**config.mk**
```make
export PLATFORM = sky130hd
export DESIGN_NAME = letc_core_top
export DESIGN_NICKNAME = d
export VERILOG_FILES = /design/src/source/letc_pkg.sv /design/src/source/letc_core_pkg.sv /design/src/source/letc_core_rf.sv /design/src/source/letc_core_stage_d.sv /design/src/source/letc_core_stage_e.sv /design/src/source/letc_core_stage_w.sv /design/src/source/letc_core_csr.sv /design/src/source/letc_core_tghm.sv /design/src/source/letc_core_top.sv
export SDC_FILE = /design/constraint.sdc
export NUM_CORES = 2
export LEC_CHECK = 0
export BUFFER_PORTS_ARGS = -buffer_cell sky130_fd_sc_hd__buf_2
export CORE_ASPECT_RATIO = 0.9
export CORE_UTILIZATION = 47
export DETAILED_ROUTE_END_ITERATION = 12
export PLACE_DENSITY_LB_ADDON = 0.05
export SYNTH_ARGS = -nofsm -noshare
export SYNTH_HDL_FRONTEND = slang
export SYNTH_SLANG_ARGS = --single-unit
```
**constraint.sdc**
```tcl
create_clock -name i_clk -period 5.9 [get_ports i_clk]
set_input_delay 0.59 -clock i_clk [delete_from_list [all_inputs] [get_ports i_clk]]
set_output_delay 0.59 -clock i_clk [all_outputs]
set_load 0.01 [all_outputs]
```
**src/source/letc_pkg.sv**
```systemverilog
package letc_pkg;

//Architectural widths for RV32I
localparam int XLEN      = 32;
localparam int REG_IDX_W = 5;
localparam int CSR_IDX_W = 12;

//One machine word, used for register and CSR data
typedef logic [XLEN-1:0] word_t;

//Index into the 32-entry integer register file
typedef logic [REG_IDX_W-1:0] reg_idx_t;

//Address into the 4096-entry CSR space
typedef logic [CSR_IDX_W-1:0] csr_idx_t;

endpackage : letc_pkg

```
**src/source/letc_core_pkg.sv**
```systemverilog
package letc_core_pkg;

//Major opcodes, instruction bits [6:0]
localparam logic [6:0] OPCODE_OP     = 7'b0110011;
localparam logic [6:0] OPCODE_OP_IMM = 7'b0010011;
localparam logic [6:0] OPCODE_LUI    = 7'b0110111;
localparam logic [6:0] OPCODE_SYSTEM = 7'b1110011;

//funct3 values for register-register ops
localparam logic [2:0] FUNCT3_ADD_SUB = 3'b000;
localparam logic [2:0] FUNCT3_XOR     = 3'b100;
localparam logic [2:0] FUNCT3_OR      = 3'b110;
localparam logic [2:0] FUNCT3_AND     = 3'b111;

//funct3 for the only immediate op supported
localparam logic [2:0] FUNCT3_ADDI = 3'b000;

//funct3 values under OPCODE_SYSTEM
localparam logic [2:0] FUNCT3_CSRRW = 3'b001;
localparam logic [2:0] FUNCT3_CSRRS = 3'b010;

//funct7 selects between ADD and SUB
localparam logic [6:0] FUNCT7_BASE = 7'b0000000;
localparam logic [6:0] FUNCT7_SUB  = 7'b0100000;

//Single hart, so the hart ID is fixed
localparam logic [31:0] MHARTID_VALUE = 32'h0000_0000;

//Operation carried from D down the pipe
typedef enum logic [3:0] {
    OP_ADD,
    OP_SUB,
    OP_AND,
    OP_OR,
    OP_XOR,
    OP_ADDI,
    OP_LUI,
    OP_CSRRW,
    OP_CSRRS,
    OP_ILLEGAL
} op_e;

//Implemented CSR addresses
typedef enum logic [11:0] {
    CSR_MSCRATCH = 12'h340,
    CSR_MHARTID  = 12'hF14
} csr_e;

endpackage : letc_core_pkg

```
**src/source/letc_core_rf.sv**
```systemverilog
module letc_core_rf
    import letc_pkg::*;
(
    //Clock and reset
    input  logic     i_clk,
    input  logic     i_arst_n,

    //rd write port
    input  reg_idx_t i_rd_idx,
    input  word_t    i_rd_wdata,
    input  logic     i_rd_wen,

    //rs1 read port
    input  reg_idx_t i_rs1_idx,
    output word_t    o_rs1_rdata,

    //rs2 read port
    input  reg_idx_t i_rs2_idx,
    output word_t    o_rs2_rdata
);

//x1 through x31, x0 has no storage
word_t regs [1:31];

//Single write port, commits at the edge
always_ff @(posedge i_clk) begin
    if (i_rd_wen && (i_rd_idx != '0)) begin
        regs[i_rd_idx] <= i_rd_wdata;
    end
end

//Asynchronous reads, x0 reads as zero
assign o_rs1_rdata = (i_rs1_idx == '0) ? '0 : regs[i_rs1_idx];
assign o_rs2_rdata = (i_rs2_idx == '0) ? '0 : regs[i_rs2_idx];

//W must never present a write with a floating index
assert property (@(posedge i_clk) disable iff (!i_arst_n)
    i_rd_wen |-> !$isunknown(i_rd_idx));

endmodule : letc_core_rf

```
**src/source/letc_core_stage_d.sv**
```systemverilog
module letc_core_stage_d
    import letc_pkg::*;
    import letc_core_pkg::*;
(
    //Clock and reset
    input  logic     i_clk,
    input  logic     i_arst_n,

    //Instruction input
    input  logic     i_instr_valid,
    input  word_t    i_instr,

    //Register file reads
    output reg_idx_t o_rs1_idx,
    input  word_t    i_rs1_rdata,
    output reg_idx_t o_rs2_idx,
    input  word_t    i_rs2_rdata,

    //Bypass from the hazard unit
    input  logic     i_bypass_rs1,
    input  logic     i_bypass_rs2,
    input  word_t    i_bypass_rs1_rdata,
    input  word_t    i_bypass_rs2_rdata,

    //To E
    output logic     o_de_valid,
    output op_e      o_de_op,
    output reg_idx_t o_de_rd_idx,
    output logic     o_de_rd_wen,
    output word_t    o_de_rs1_rdata,
    output word_t    o_de_rs2_rdata,
    output word_t    o_de_imm,
    output csr_idx_t o_de_csr_idx
);

//Instruction fields
logic [6:0] opcode;
logic [2:0] funct3;
logic [6:0] funct7;
reg_idx_t   rd_idx;
op_e        op;
word_t      imm;
word_t      rs1_val;
word_t      rs2_val;

assign opcode    = i_instr[6:0];
assign rd_idx    = i_instr[11:7];
assign funct3    = i_instr[14:12];
assign o_rs1_idx = i_instr[19:15];
assign o_rs2_idx = i_instr[24:20];
assign funct7    = i_instr[31:25];

//Decode, anything unmatched is illegal
always_comb begin
    op  = OP_ILLEGAL;
    imm = '0;
    case (opcode)
        OPCODE_OP: begin
            if (funct7 == FUNCT7_BASE) begin
                case (funct3)
                    FUNCT3_ADD_SUB: op = OP_ADD;
                    FUNCT3_XOR:     op = OP_XOR;
                    FUNCT3_OR:      op = OP_OR;
                    FUNCT3_AND:     op = OP_AND;
                    default:        op = OP_ILLEGAL;
                endcase
            end else if ((funct7 == FUNCT7_SUB) && (funct3 == FUNCT3_ADD_SUB)) begin
                op = OP_SUB;
            end
        end
        OPCODE_OP_IMM: begin
            //I-type, sign extended
            imm = {{20{i_instr[31]}}, i_instr[31:20]};
            if (funct3 == FUNCT3_ADDI) begin
                op = OP_ADDI;
            end
        end
        OPCODE_LUI: begin
            //U-type, low 12 bits zero
            imm = {i_instr[31:12], 12'h000};
            op  = OP_LUI;
        end
        OPCODE_SYSTEM: begin
            //uimm field carries the rs1 index so E can spot CSRRS with x0
            imm = {27'd0, o_rs1_idx};
            if (funct3 == FUNCT3_CSRRW) begin
                op = OP_CSRRW;
            end else if (funct3 == FUNCT3_CSRRS) begin
                op = OP_CSRRS;
            end
        end
        default: op = OP_ILLEGAL;
    endcase
end

//Bypassed value wins over the stale register file copy
assign rs1_val = i_bypass_rs1 ? i_bypass_rs1_rdata : i_rs1_rdata;
assign rs2_val = i_bypass_rs2 ? i_bypass_rs2_rdata : i_rs2_rdata;

//Control into E
always_ff @(posedge i_clk or negedge i_arst_n) begin
    if (!i_arst_n) begin
        o_de_valid  <= 1'b0;
        o_de_rd_wen <= 1'b0;
        o_de_op     <= OP_ILLEGAL;
    end else begin
        o_de_valid  <= i_instr_valid;
        //Illegal ops and x0 never write
        o_de_rd_wen <= i_instr_valid && (op != OP_ILLEGAL) && (rd_idx != '0);
        o_de_op     <= op;
    end
end

//Payload into E
always_ff @(posedge i_clk) begin
    o_de_rd_idx    <= rd_idx;
    o_de_rs1_rdata <= rs1_val;
    o_de_rs2_rdata <= rs2_val;
    o_de_imm       <= imm;
    o_de_csr_idx   <= i_instr[31:20];
end

endmodule : letc_core_stage_d

```
**src/source/letc_core_stage_e.sv**
```systemverilog
module letc_core_stage_e
    import letc_pkg::*;
    import letc_core_pkg::*;
(
    //Clock and reset
    input  logic     i_clk,
    input  logic     i_arst_n,

    //From D
    input  logic     i_de_valid,
    input  op_e      i_de_op,
    input  reg_idx_t i_de_rd_idx,
    input  logic     i_de_rd_wen,
    input  word_t    i_de_rs1_rdata,
    input  word_t    i_de_rs2_rdata,
    input  word_t    i_de_imm,
    input  csr_idx_t i_de_csr_idx,

    //CSR read and write ports
    output logic     o_csr_ren,
    output csr_idx_t o_csr_idx,
    input  word_t    i_csr_rdata,
    input  logic     i_csr_rill,
    output logic     o_csr_wen,
    output word_t    o_csr_wdata,
    input  logic     i_csr_will,

    //To the hazard unit
    output logic     o_e_valid,
    output logic     o_e_rd_wen,
    output reg_idx_t o_e_rd_idx,
    output word_t    o_e_result,

    //To W
    output logic     o_ew_valid,
    output logic     o_ew_illegal,
    output reg_idx_t o_ew_rd_idx,
    output logic     o_ew_rd_wen,
    output word_t    o_ew_result
);

logic is_csr;
logic illegal;

assign is_csr = (i_de_op == OP_CSRRW) || (i_de_op == OP_CSRRS);

//CSR access, both read and write resolve here
assign o_csr_ren   = i_de_valid && is_csr;
assign o_csr_idx   = i_de_csr_idx;
//CSRRS with rs1 = x0 is a pure read
assign o_csr_wen   = i_de_valid && ((i_de_op == OP_CSRRW) ||
                     ((i_de_op == OP_CSRRS) && (i_de_imm[4:0] != 5'd0)));
assign o_csr_wdata = (i_de_op == OP_CSRRW) ? i_de_rs1_rdata : (i_csr_rdata | i_de_rs1_rdata);

//Bad encoding or a refused CSR access
assign illegal = (i_de_op == OP_ILLEGAL) || i_csr_rill || i_csr_will;

//ALU
always_comb begin
    case (i_de_op)
        OP_ADD:   o_e_result = i_de_rs1_rdata + i_de_rs2_rdata;
        OP_SUB:   o_e_result = i_de_rs1_rdata - i_de_rs2_rdata;
        OP_AND:   o_e_result = i_de_rs1_rdata & i_de_rs2_rdata;
        OP_OR:    o_e_result = i_de_rs1_rdata | i_de_rs2_rdata;
        OP_XOR:   o_e_result = i_de_rs1_rdata ^ i_de_rs2_rdata;
        OP_ADDI:  o_e_result = i_de_rs1_rdata + i_de_imm;
        OP_LUI:   o_e_result = i_de_imm;
        //Old CSR value goes to rd
        OP_CSRRW: o_e_result = i_csr_rdata;
        OP_CSRRS: o_e_result = i_csr_rdata;
        default:  o_e_result = '0;
    endcase
end

//Only a real pending write is offered for bypass
assign o_e_valid  = i_de_valid;
assign o_e_rd_wen = i_de_valid && i_de_rd_wen && !illegal;
assign o_e_rd_idx = i_de_rd_idx;

//Control into W
always_ff @(posedge i_clk or negedge i_arst_n) begin
    if (!i_arst_n) begin
        o_ew_valid   <= 1'b0;
        o_ew_illegal <= 1'b0;
        o_ew_rd_wen  <= 1'b0;
    end else begin
        o_ew_valid   <= i_de_valid;
        o_ew_illegal <= i_de_valid && illegal;
        o_ew_rd_wen  <= i_de_valid && i_de_rd_wen;
    end
end

//Payload into W
always_ff @(posedge i_clk) begin
    o_ew_rd_idx <= i_de_rd_idx;
    o_ew_result <= o_e_result;
end

endmodule : letc_core_stage_e

```
**src/source/letc_core_stage_w.sv**
```systemverilog
module letc_core_stage_w
    import letc_pkg::*;
(
    //From E
    input  logic     i_ew_valid,
    input  logic     i_ew_illegal,
    input  reg_idx_t i_ew_rd_idx,
    input  logic     i_ew_rd_wen,
    input  word_t    i_ew_result,

    //Register file write port
    output reg_idx_t o_rd_idx,
    output word_t    o_rd_wdata,
    output logic     o_rd_wen,

    //Retire trace
    output logic     o_retire_valid,
    output logic     o_retire_illegal,
    output logic     o_retire_rd_wen,
    output reg_idx_t o_retire_rd_idx,
    output word_t    o_retire_rd_wdata
);

//Write only for a valid, legal instruction
assign o_rd_wen   = i_ew_valid && !i_ew_illegal && i_ew_rd_wen;
assign o_rd_idx   = i_ew_rd_idx;
assign o_rd_wdata = i_ew_result;

//Trace mirrors what is committed this cycle
assign o_retire_valid    = i_ew_valid;
assign o_retire_illegal  = i_ew_valid && i_ew_illegal;
assign o_retire_rd_wen   = o_rd_wen;
assign o_retire_rd_idx   = i_ew_rd_idx;
assign o_retire_rd_wdata = i_ew_result;

endmodule : letc_core_stage_w

```
**src/source/letc_core_csr.sv**
```systemverilog
module letc_core_csr
    import letc_pkg::*;
    import letc_core_pkg::*;
(
    //Clock and reset
    input  logic     i_clk,
    input  logic     i_arst_n,

    //Explicit read port
    input  logic     i_csr_ren,
    input  csr_idx_t i_csr_idx,
    output word_t    o_csr_rdata,
    output logic     o_csr_rill,

    //Explicit write port sharing the read index
    input  logic     i_csr_wen,
    input  word_t    i_csr_wdata,
    output logic     o_csr_will
);

word_t mscratch;
csr_e  csr_sel;
logic  csr_known;

assign csr_sel = csr_e'(i_csr_idx);

//Read mux
always_comb begin
    case (csr_sel)
        CSR_MSCRATCH: begin
            o_csr_rdata = mscratch;
            csr_known   = 1'b1;
        end
        CSR_MHARTID: begin
            o_csr_rdata = MHARTID_VALUE;
            csr_known   = 1'b1;
        end
        default: begin
            o_csr_rdata = '0;
            csr_known   = 1'b0;
        end
    endcase
end

//Unknown address cannot be read
assign o_csr_rill = i_csr_ren && !csr_known;
//mscratch is the only writable CSR
assign o_csr_will = i_csr_wen && (csr_sel != CSR_MSCRATCH);

//Commit at the end of E
always_ff @(posedge i_clk or negedge i_arst_n) begin
    if (!i_arst_n) begin
        mscratch <= '0;
    end else if (i_csr_wen && !o_csr_will) begin
        mscratch <= i_csr_wdata;
    end
end

//CSRRW and CSRRS both read the CSR they write
assert property (@(posedge i_clk) disable iff (!i_arst_n)
    i_csr_wen |-> i_csr_ren);

endmodule : letc_core_csr

```
**src/source/letc_core_tghm.sv**
```systemverilog
module letc_core_tghm
    import letc_pkg::*;
(
    //Sources of the instruction in D
    input  reg_idx_t i_rs1_idx,
    input  reg_idx_t i_rs2_idx,

    //Instruction in E with its unregistered result
    input  logic     i_e_valid,
    input  logic     i_e_rd_wen,
    input  reg_idx_t i_e_rd_idx,
    input  word_t    i_e_result,

    //Instruction in W whose write lands at the next edge
    input  logic     i_w_rd_wen,
    input  reg_idx_t i_w_rd_idx,
    input  word_t    i_w_rd_wdata,

    //Bypass to D
    output logic     o_bypass_rs1,
    output logic     o_bypass_rs2,
    output word_t    o_bypass_rs1_rdata,
    output word_t    o_bypass_rs2_rdata
);

logic e_fwd;

//E carries the younger write
assign e_fwd = i_e_valid && i_e_rd_wen;

always_comb begin
    o_bypass_rs1       = 1'b0;
    o_bypass_rs2       = 1'b0;
    o_bypass_rs1_rdata = i_w_rd_wdata;
    o_bypass_rs2_rdata = i_w_rd_wdata;

    //rs1 checks E before W and skips x0
    if (i_rs1_idx != '0) begin
        if (e_fwd && (i_e_rd_idx == i_rs1_idx)) begin
            o_bypass_rs1       = 1'b1;
            o_bypass_rs1_rdata = i_e_result;
        end else if (i_w_rd_wen && (i_w_rd_idx == i_rs1_idx)) begin
            o_bypass_rs1 = 1'b1;
        end
    end

    //rs2 uses the same priority
    if (i_rs2_idx != '0) begin
        if (e_fwd && (i_e_rd_idx == i_rs2_idx)) begin
            o_bypass_rs2       = 1'b1;
            o_bypass_rs2_rdata = i_e_result;
        end else if (i_w_rd_wen && (i_w_rd_idx == i_rs2_idx)) begin
            o_bypass_rs2 = 1'b1;
        end
    end
end

endmodule : letc_core_tghm

```
**src/source/letc_core_top.sv**
```systemverilog
module letc_core_top
    import letc_pkg::*;
    import letc_core_pkg::*;
(
    //Clock and reset
    input  logic     i_clk,
    input  logic     i_arst_n,

    //Instruction input
    input  logic     i_instr_valid,
    input  word_t    i_instr,

    //Retire trace
    output logic     o_retire_valid,
    output logic     o_retire_illegal,
    output logic     o_retire_rd_wen,
    output reg_idx_t o_retire_rd_idx,
    output word_t    o_retire_rd_wdata
);

//Register file ports
reg_idx_t rs1_idx;
word_t    rs1_rdata;
reg_idx_t rs2_idx;
word_t    rs2_rdata;
reg_idx_t rd_idx;
word_t    rd_wdata;
logic     rd_wen;

//Bypass into D
logic  bypass_rs1;
logic  bypass_rs2;
word_t bypass_rs1_rdata;
word_t bypass_rs2_rdata;

//D to E
logic     de_valid;
op_e      de_op;
reg_idx_t de_rd_idx;
logic     de_rd_wen;
word_t    de_rs1_rdata;
word_t    de_rs2_rdata;
word_t    de_imm;
csr_idx_t de_csr_idx;

//E result seen by the hazard unit
logic     e_valid;
logic     e_rd_wen;
reg_idx_t e_rd_idx;
word_t    e_result;

//E to W
logic     ew_valid;
logic     ew_illegal;
reg_idx_t ew_rd_idx;
logic     ew_rd_wen;
word_t    ew_result;

//CSR access from E
logic     csr_ren;
csr_idx_t csr_idx;
word_t    csr_rdata;
logic     csr_rill;
logic     csr_wen;
word_t    csr_wdata;
logic     csr_will;

letc_core_rf rf (
    .i_clk(i_clk),
    .i_arst_n(i_arst_n),
    .i_rd_idx(rd_idx),
    .i_rd_wdata(rd_wdata),
    .i_rd_wen(rd_wen),
    .i_rs1_idx(rs1_idx),
    .o_rs1_rdata(rs1_rdata),
    .i_rs2_idx(rs2_idx),
    .o_rs2_rdata(rs2_rdata)
);

letc_core_stage_d stage_d (
    .i_clk(i_clk),
    .i_arst_n(i_arst_n),
    .i_instr_valid(i_instr_valid),
    .i_instr(i_instr),
    .o_rs1_idx(rs1_idx),
    .i_rs1_rdata(rs1_rdata),
    .o_rs2_idx(rs2_idx),
    .i_rs2_rdata(rs2_rdata),
    .i_bypass_rs1(bypass_rs1),
    .i_bypass_rs2(bypass_rs2),
    .i_bypass_rs1_rdata(bypass_rs1_rdata),
    .i_bypass_rs2_rdata(bypass_rs2_rdata),
    .o_de_valid(de_valid),
    .o_de_op(de_op),
    .o_de_rd_idx(de_rd_idx),
    .o_de_rd_wen(de_rd_wen),
    .o_de_rs1_rdata(de_rs1_rdata),
    .o_de_rs2_rdata(de_rs2_rdata),
    .o_de_imm(de_imm),
    .o_de_csr_idx(de_csr_idx)
);

letc_core_stage_e stage_e (
    .i_clk(i_clk),
    .i_arst_n(i_arst_n),
    .i_de_valid(de_valid),
    .i_de_op(de_op),
    .i_de_rd_idx(de_rd_idx),
    .i_de_rd_wen(de_rd_wen),
    .i_de_rs1_rdata(de_rs1_rdata),
    .i_de_rs2_rdata(de_rs2_rdata),
    .i_de_imm(de_imm),
    .i_de_csr_idx(de_csr_idx),
    .o_csr_ren(csr_ren),
    .o_csr_idx(csr_idx),
    .i_csr_rdata(csr_rdata),
    .i_csr_rill(csr_rill),
    .o_csr_wen(csr_wen),
    .o_csr_wdata(csr_wdata),
    .i_csr_will(csr_will),
    .o_e_valid(e_valid),
    .o_e_rd_wen(e_rd_wen),
    .o_e_rd_idx(e_rd_idx),
    .o_e_result(e_result),
    .o_ew_valid(ew_valid),
    .o_ew_illegal(ew_illegal),
    .o_ew_rd_idx(ew_rd_idx),
    .o_ew_rd_wen(ew_rd_wen),
    .o_ew_result(ew_result)
);

letc_core_stage_w stage_w (
    .i_ew_valid(ew_valid),
    .i_ew_illegal(ew_illegal),
    .i_ew_rd_idx(ew_rd_idx),
    .i_ew_rd_wen(ew_rd_wen),
    .i_ew_result(ew_result),
    .o_rd_idx(rd_idx),
    .o_rd_wdata(rd_wdata),
    .o_rd_wen(rd_wen),
    .o_retire_valid(o_retire_valid),
    .o_retire_illegal(o_retire_illegal),
    .o_retire_rd_wen(o_retire_rd_wen),
    .o_retire_rd_idx(o_retire_rd_idx),
    .o_retire_rd_wdata(o_retire_rd_wdata)
);

letc_core_csr csr (
    .i_clk(i_clk),
    .i_arst_n(i_arst_n),
    .i_csr_ren(csr_ren),
    .i_csr_idx(csr_idx),
    .o_csr_rdata(csr_rdata),
    .o_csr_rill(csr_rill),
    .i_csr_wen(csr_wen),
    .i_csr_wdata(csr_wdata),
    .o_csr_will(csr_will)
);

//W side taps the register file write port
letc_core_tghm tghm (
    .i_rs1_idx(rs1_idx),
    .i_rs2_idx(rs2_idx),
    .i_e_valid(e_valid),
    .i_e_rd_wen(e_rd_wen),
    .i_e_rd_idx(e_rd_idx),
    .i_e_result(e_result),
    .i_w_rd_wen(rd_wen),
    .i_w_rd_idx(rd_idx),
    .i_w_rd_wdata(rd_wdata),
    .o_bypass_rs1(bypass_rs1),
    .o_bypass_rs2(bypass_rs2),
    .o_bypass_rs1_rdata(bypass_rs1_rdata),
    .o_bypass_rs2_rdata(bypass_rs2_rdata)
);

endmodule : letc_core_top

```
==> reports/qor.yml <==
cts_max_level: 4
whs_endpoint: "stage_d.o_de_csr_idx[7]"
fmax_mhz: 183
worst-r2r-setup-slack_ps: 440
area_delta_synth_final_pct: 12.7
fp.dieW_um: 369
preCtsSetupSlack_ps: 504
start_util_pct: 47.7
synth.area.top_cells: "edfxtp_1, mux4_2, dfxtp_1, mux2i_1, ha_1"
pin_count: 75
switchingPower_mw: 4.19
dp_hpwl_um: 115000
vias_per_cell: 6.67
place_area_um2: 59900
worstSetupPathType: "reg -> reg"
numCtsBuffers: 130
cts-root-buf: "clkbuf_16"
grt-ovfl-total: 0
async_reset_ff_share_pct: 3.47
drv_cap: 0
vias: 35100
syn_area_um2: 57100
swShare_pct: 22.8
dr.pass1.iters: 9
insertion_delay_ps: 770
cp.required_ps: 6550
coreArea_um2: 120000
holdCritStartpoint: "i_instr[27]"
r2r_end: "stage_d.o_de_rs2_rdata[30]"
gp_congestion: 0.934
setup_ws_ps: 440
hold_ws_ps: 65.0
seq_power_share_pct: 49.2
synth_nets: 3604
final_hold_viol_count: 0
die_h_um: 333
fin_crit_ps: 5460
synth_edf_count: 992
violations: "DRC"
clock_skew_ps: 25.3
ant_nets: 0
syn_inst: 3466
grt_pass1_wl_um: 264000
setup_tns_ps: 0
place.port_buffers: 74
status: "finished, violations left"
grt_usage_pct: 30.5
rsz0062_at_grt: "false"
p_per_area_nw_per_um2: 286
ys_seq_area_share_pct: 59.3
p_clk_share_pct: 44.2
min_path_cells: 1
synth_warnings: 0
routedWlPerCell_um: 35.2
synth_ff_type: "edfxtp_1"
drt_iter0_markers: 4364
drv_slew: 0
power_frac_comb_pct: 6.5
clk_pin_slew_worst_paths_ps: 50
synth_cell_types: 68
intPower_mw: 14.2
fin_nets: 3703
reg2reg_from: "stage_d.o_de_rs2_rdata[8]"
ys_seq_elements: 1183
dieArea_um2: 123000
clock_path_buffers: 3
worst_pin_slew_ps: 1340
grt_start_max_net_pins: 108
yosysTopAreaCell: "edfxtp_1"
drive_gt1_share_pct: 28.1
critPathCaptureType: "flip-flop"
reg2regPathDepth: 18
synth.top_cell.area_share_pct: 52.2
setup_violations: 0
clock_sinks: 1183
grt_pass1_vias: 35500
peakVddDrop_v: 0.000265
leakage_nw: 20.2
antenna_found_initial: 5
syn_area_per_cell_um2: 16.5
start_kind: "flip-flop"
fin_area_um2: 64300
arrival_ps: 6110
finalCritPeriodShare_pct: 92.5
worst-path-max-fanout: 7
cts_tree: "yes"
drc: 12
slew-limit-headroom_pct: 10.7
wl_um: 185000
hp-class: "in -> reg"
rows: 120
## layout make-up
type	instances	area (um2)
Multi-Input combinational cell	1950	22200
Timing Repair Buffer	218	1710
Fill cell	9481	55400
Clock buffer	174	3610
Tap cell	1586	1980
Antenna cell	4	10.0
Inverter	82	308
Sequential cell	1183	33800
Clock inverter	63	606
## state kept, by name (all words and copies together), names as in the netlist, 4 cells and up
signal,flops
csr.mscratch,32
rf.regs,992
stage_d.o_de_csr_idx,12
stage_d.o_de_imm,32
stage_d.o_de_op,4
stage_d.o_de_rd_idx,5
stage_d.o_de_rs1_rdata,32
stage_d.o_de_rs2_rdata,32
stage_e.o_ew_rd_idx,5
stage_e.o_ew_result,32
## worst max path at each step
stage	start	endpoint	slack [ps]
after floorplan	stage_d.o_de_rs2_rdata[2]	stage_d.o_de_rs2_rdata[30]	1040
after global placement	stage_d.o_de_rs2_rdata[8]	stage_d.o_de_rs2_rdata[30]	540
after detailed placement	stage_d.o_de_rs2_rdata[8]	stage_d.o_de_rs2_rdata[30]	500
after CTS	stage_d.o_de_rs2_rdata[2]	stage_d.o_de_rs2_rdata[30]	520
after global routing	stage_d.o_de_rs2_rdata[8]	stage_d.o_de_rs2_rdata[30]	130
final	stage_d.o_de_rs2_rdata[8]	stage_d.o_de_rs2_rdata[30]	440
## cells by family (layout without fill, tap and decap cells)
| kind of cell | Yosys count | in the layout | synth area share, % |
|---|---|---|---|
| adders and majority gates | 103 | 103 | 2.27 |
| and+or+nand+nor | 535 | 535 | 4.23 |
| buffers and inverters | 333 | 537 | 2.22 |
| other | 0 | 4 | 0 |
| AOI/OAI and AO/OA | 550 | 550 | 6.11 |
| DFF | 1183 | 1183 | 59.3 |
| muxes | 712 | 712 | 25.1 |
| xor gates and xnor gates | 50 | 50 | 0.768 |
## per-stage QoR
step           util (%)  std cells  power [mW]
4_1_cts            53.7       5256        18.5
3_5_place_dp       50.1       5007        10.4
2_1_floorplan         -       3466        10.0
3_3_place_gp       50.1       5007        10.4
5_1_grt            53.7       5256        18.9
6_report           53.7       5260        18.4
## layout by cell type, fill, tap and decap left out, drive strengths merged, types with 10 or more instances in the layout
master and instances:
dlygate4sd3 12, a22o 38, mux4 576, a21o 15, inv 88, nand2b 15, dfrtp 39, nand3 26
nand4 11, o21a 42, xor2 31, o21ai 112, dfxtp 150, a21oi 205, a22oi 14, a221o 20
edfxtp 992, and2 17, o211ai 29, mux2i 133, nor3 39, xnor2 19, buf 206, or3 11
nor2b 10, nor2 206, ha 102, clkbuf 174, nand2 163, clkinv 45
## worst max-delay path, stage by stage, from the launching register on
cell and delay (ps):
dfxtp_1 370, or4_1 610, or3_1 430, or4_4 570, nor3_2 290, nand3_1 180, or3_1 460, a32oi_1 220
o21ai_0 100, ha_1 410, nand4_1 120, nor3_1 300, a21oi_1 130, a31oi_1 210, a211oi_1 100, o21ai_0 260
xnor2_1 150, o21ai_0 140, mux2_2 290
## power groups by stage
stage                     Sequential (mW)  Combinational, mW  Clock [mW]
after global routing                 9.05               1.28        8.55
after global placement               9.22               1.19           0
after CTS                            9.04               1.20        8.24
after detailed placement             9.22               1.19           0
final                                9.05               1.20        8.13
after floorplan                      9.20              0.802           0
## synth_stat cells (all sizes together) (42+ instances only)
| cell | count |
|---|---|
| a21oi | 205 |
| buf | 79 |
| clkbuf | 172 |
| dfxtp | 150 |
| edfxtp | 992 |
| ha | 102 |
| inv | 82 |
| mux2i | 133 |
| mux4 | 576 |
| nand2 | 163 |
| nor2 | 206 |
| o21a | 42 |
| o21ai | 112 |
## timing repair
action,4_1_cts,5_1_grt
hold buffers,12,0
buffers inserted,0,0
gates resized for setup,0,0
hold endpoints to repair,50,0
## routing by layer
metal	wire [um]	vias to the layer above	share of wire, %	GRT usage [%]
li1	-	14400	-	-
met1	77200	18800	42	43.6
met2	86000	1681	46	46.9
met3	16700	305	9.0	6.59
met4	5220	2	2.8	9.43
met5	13	-	0.0070	0
No activity file was read; power rests on OpenSTA's default activity.
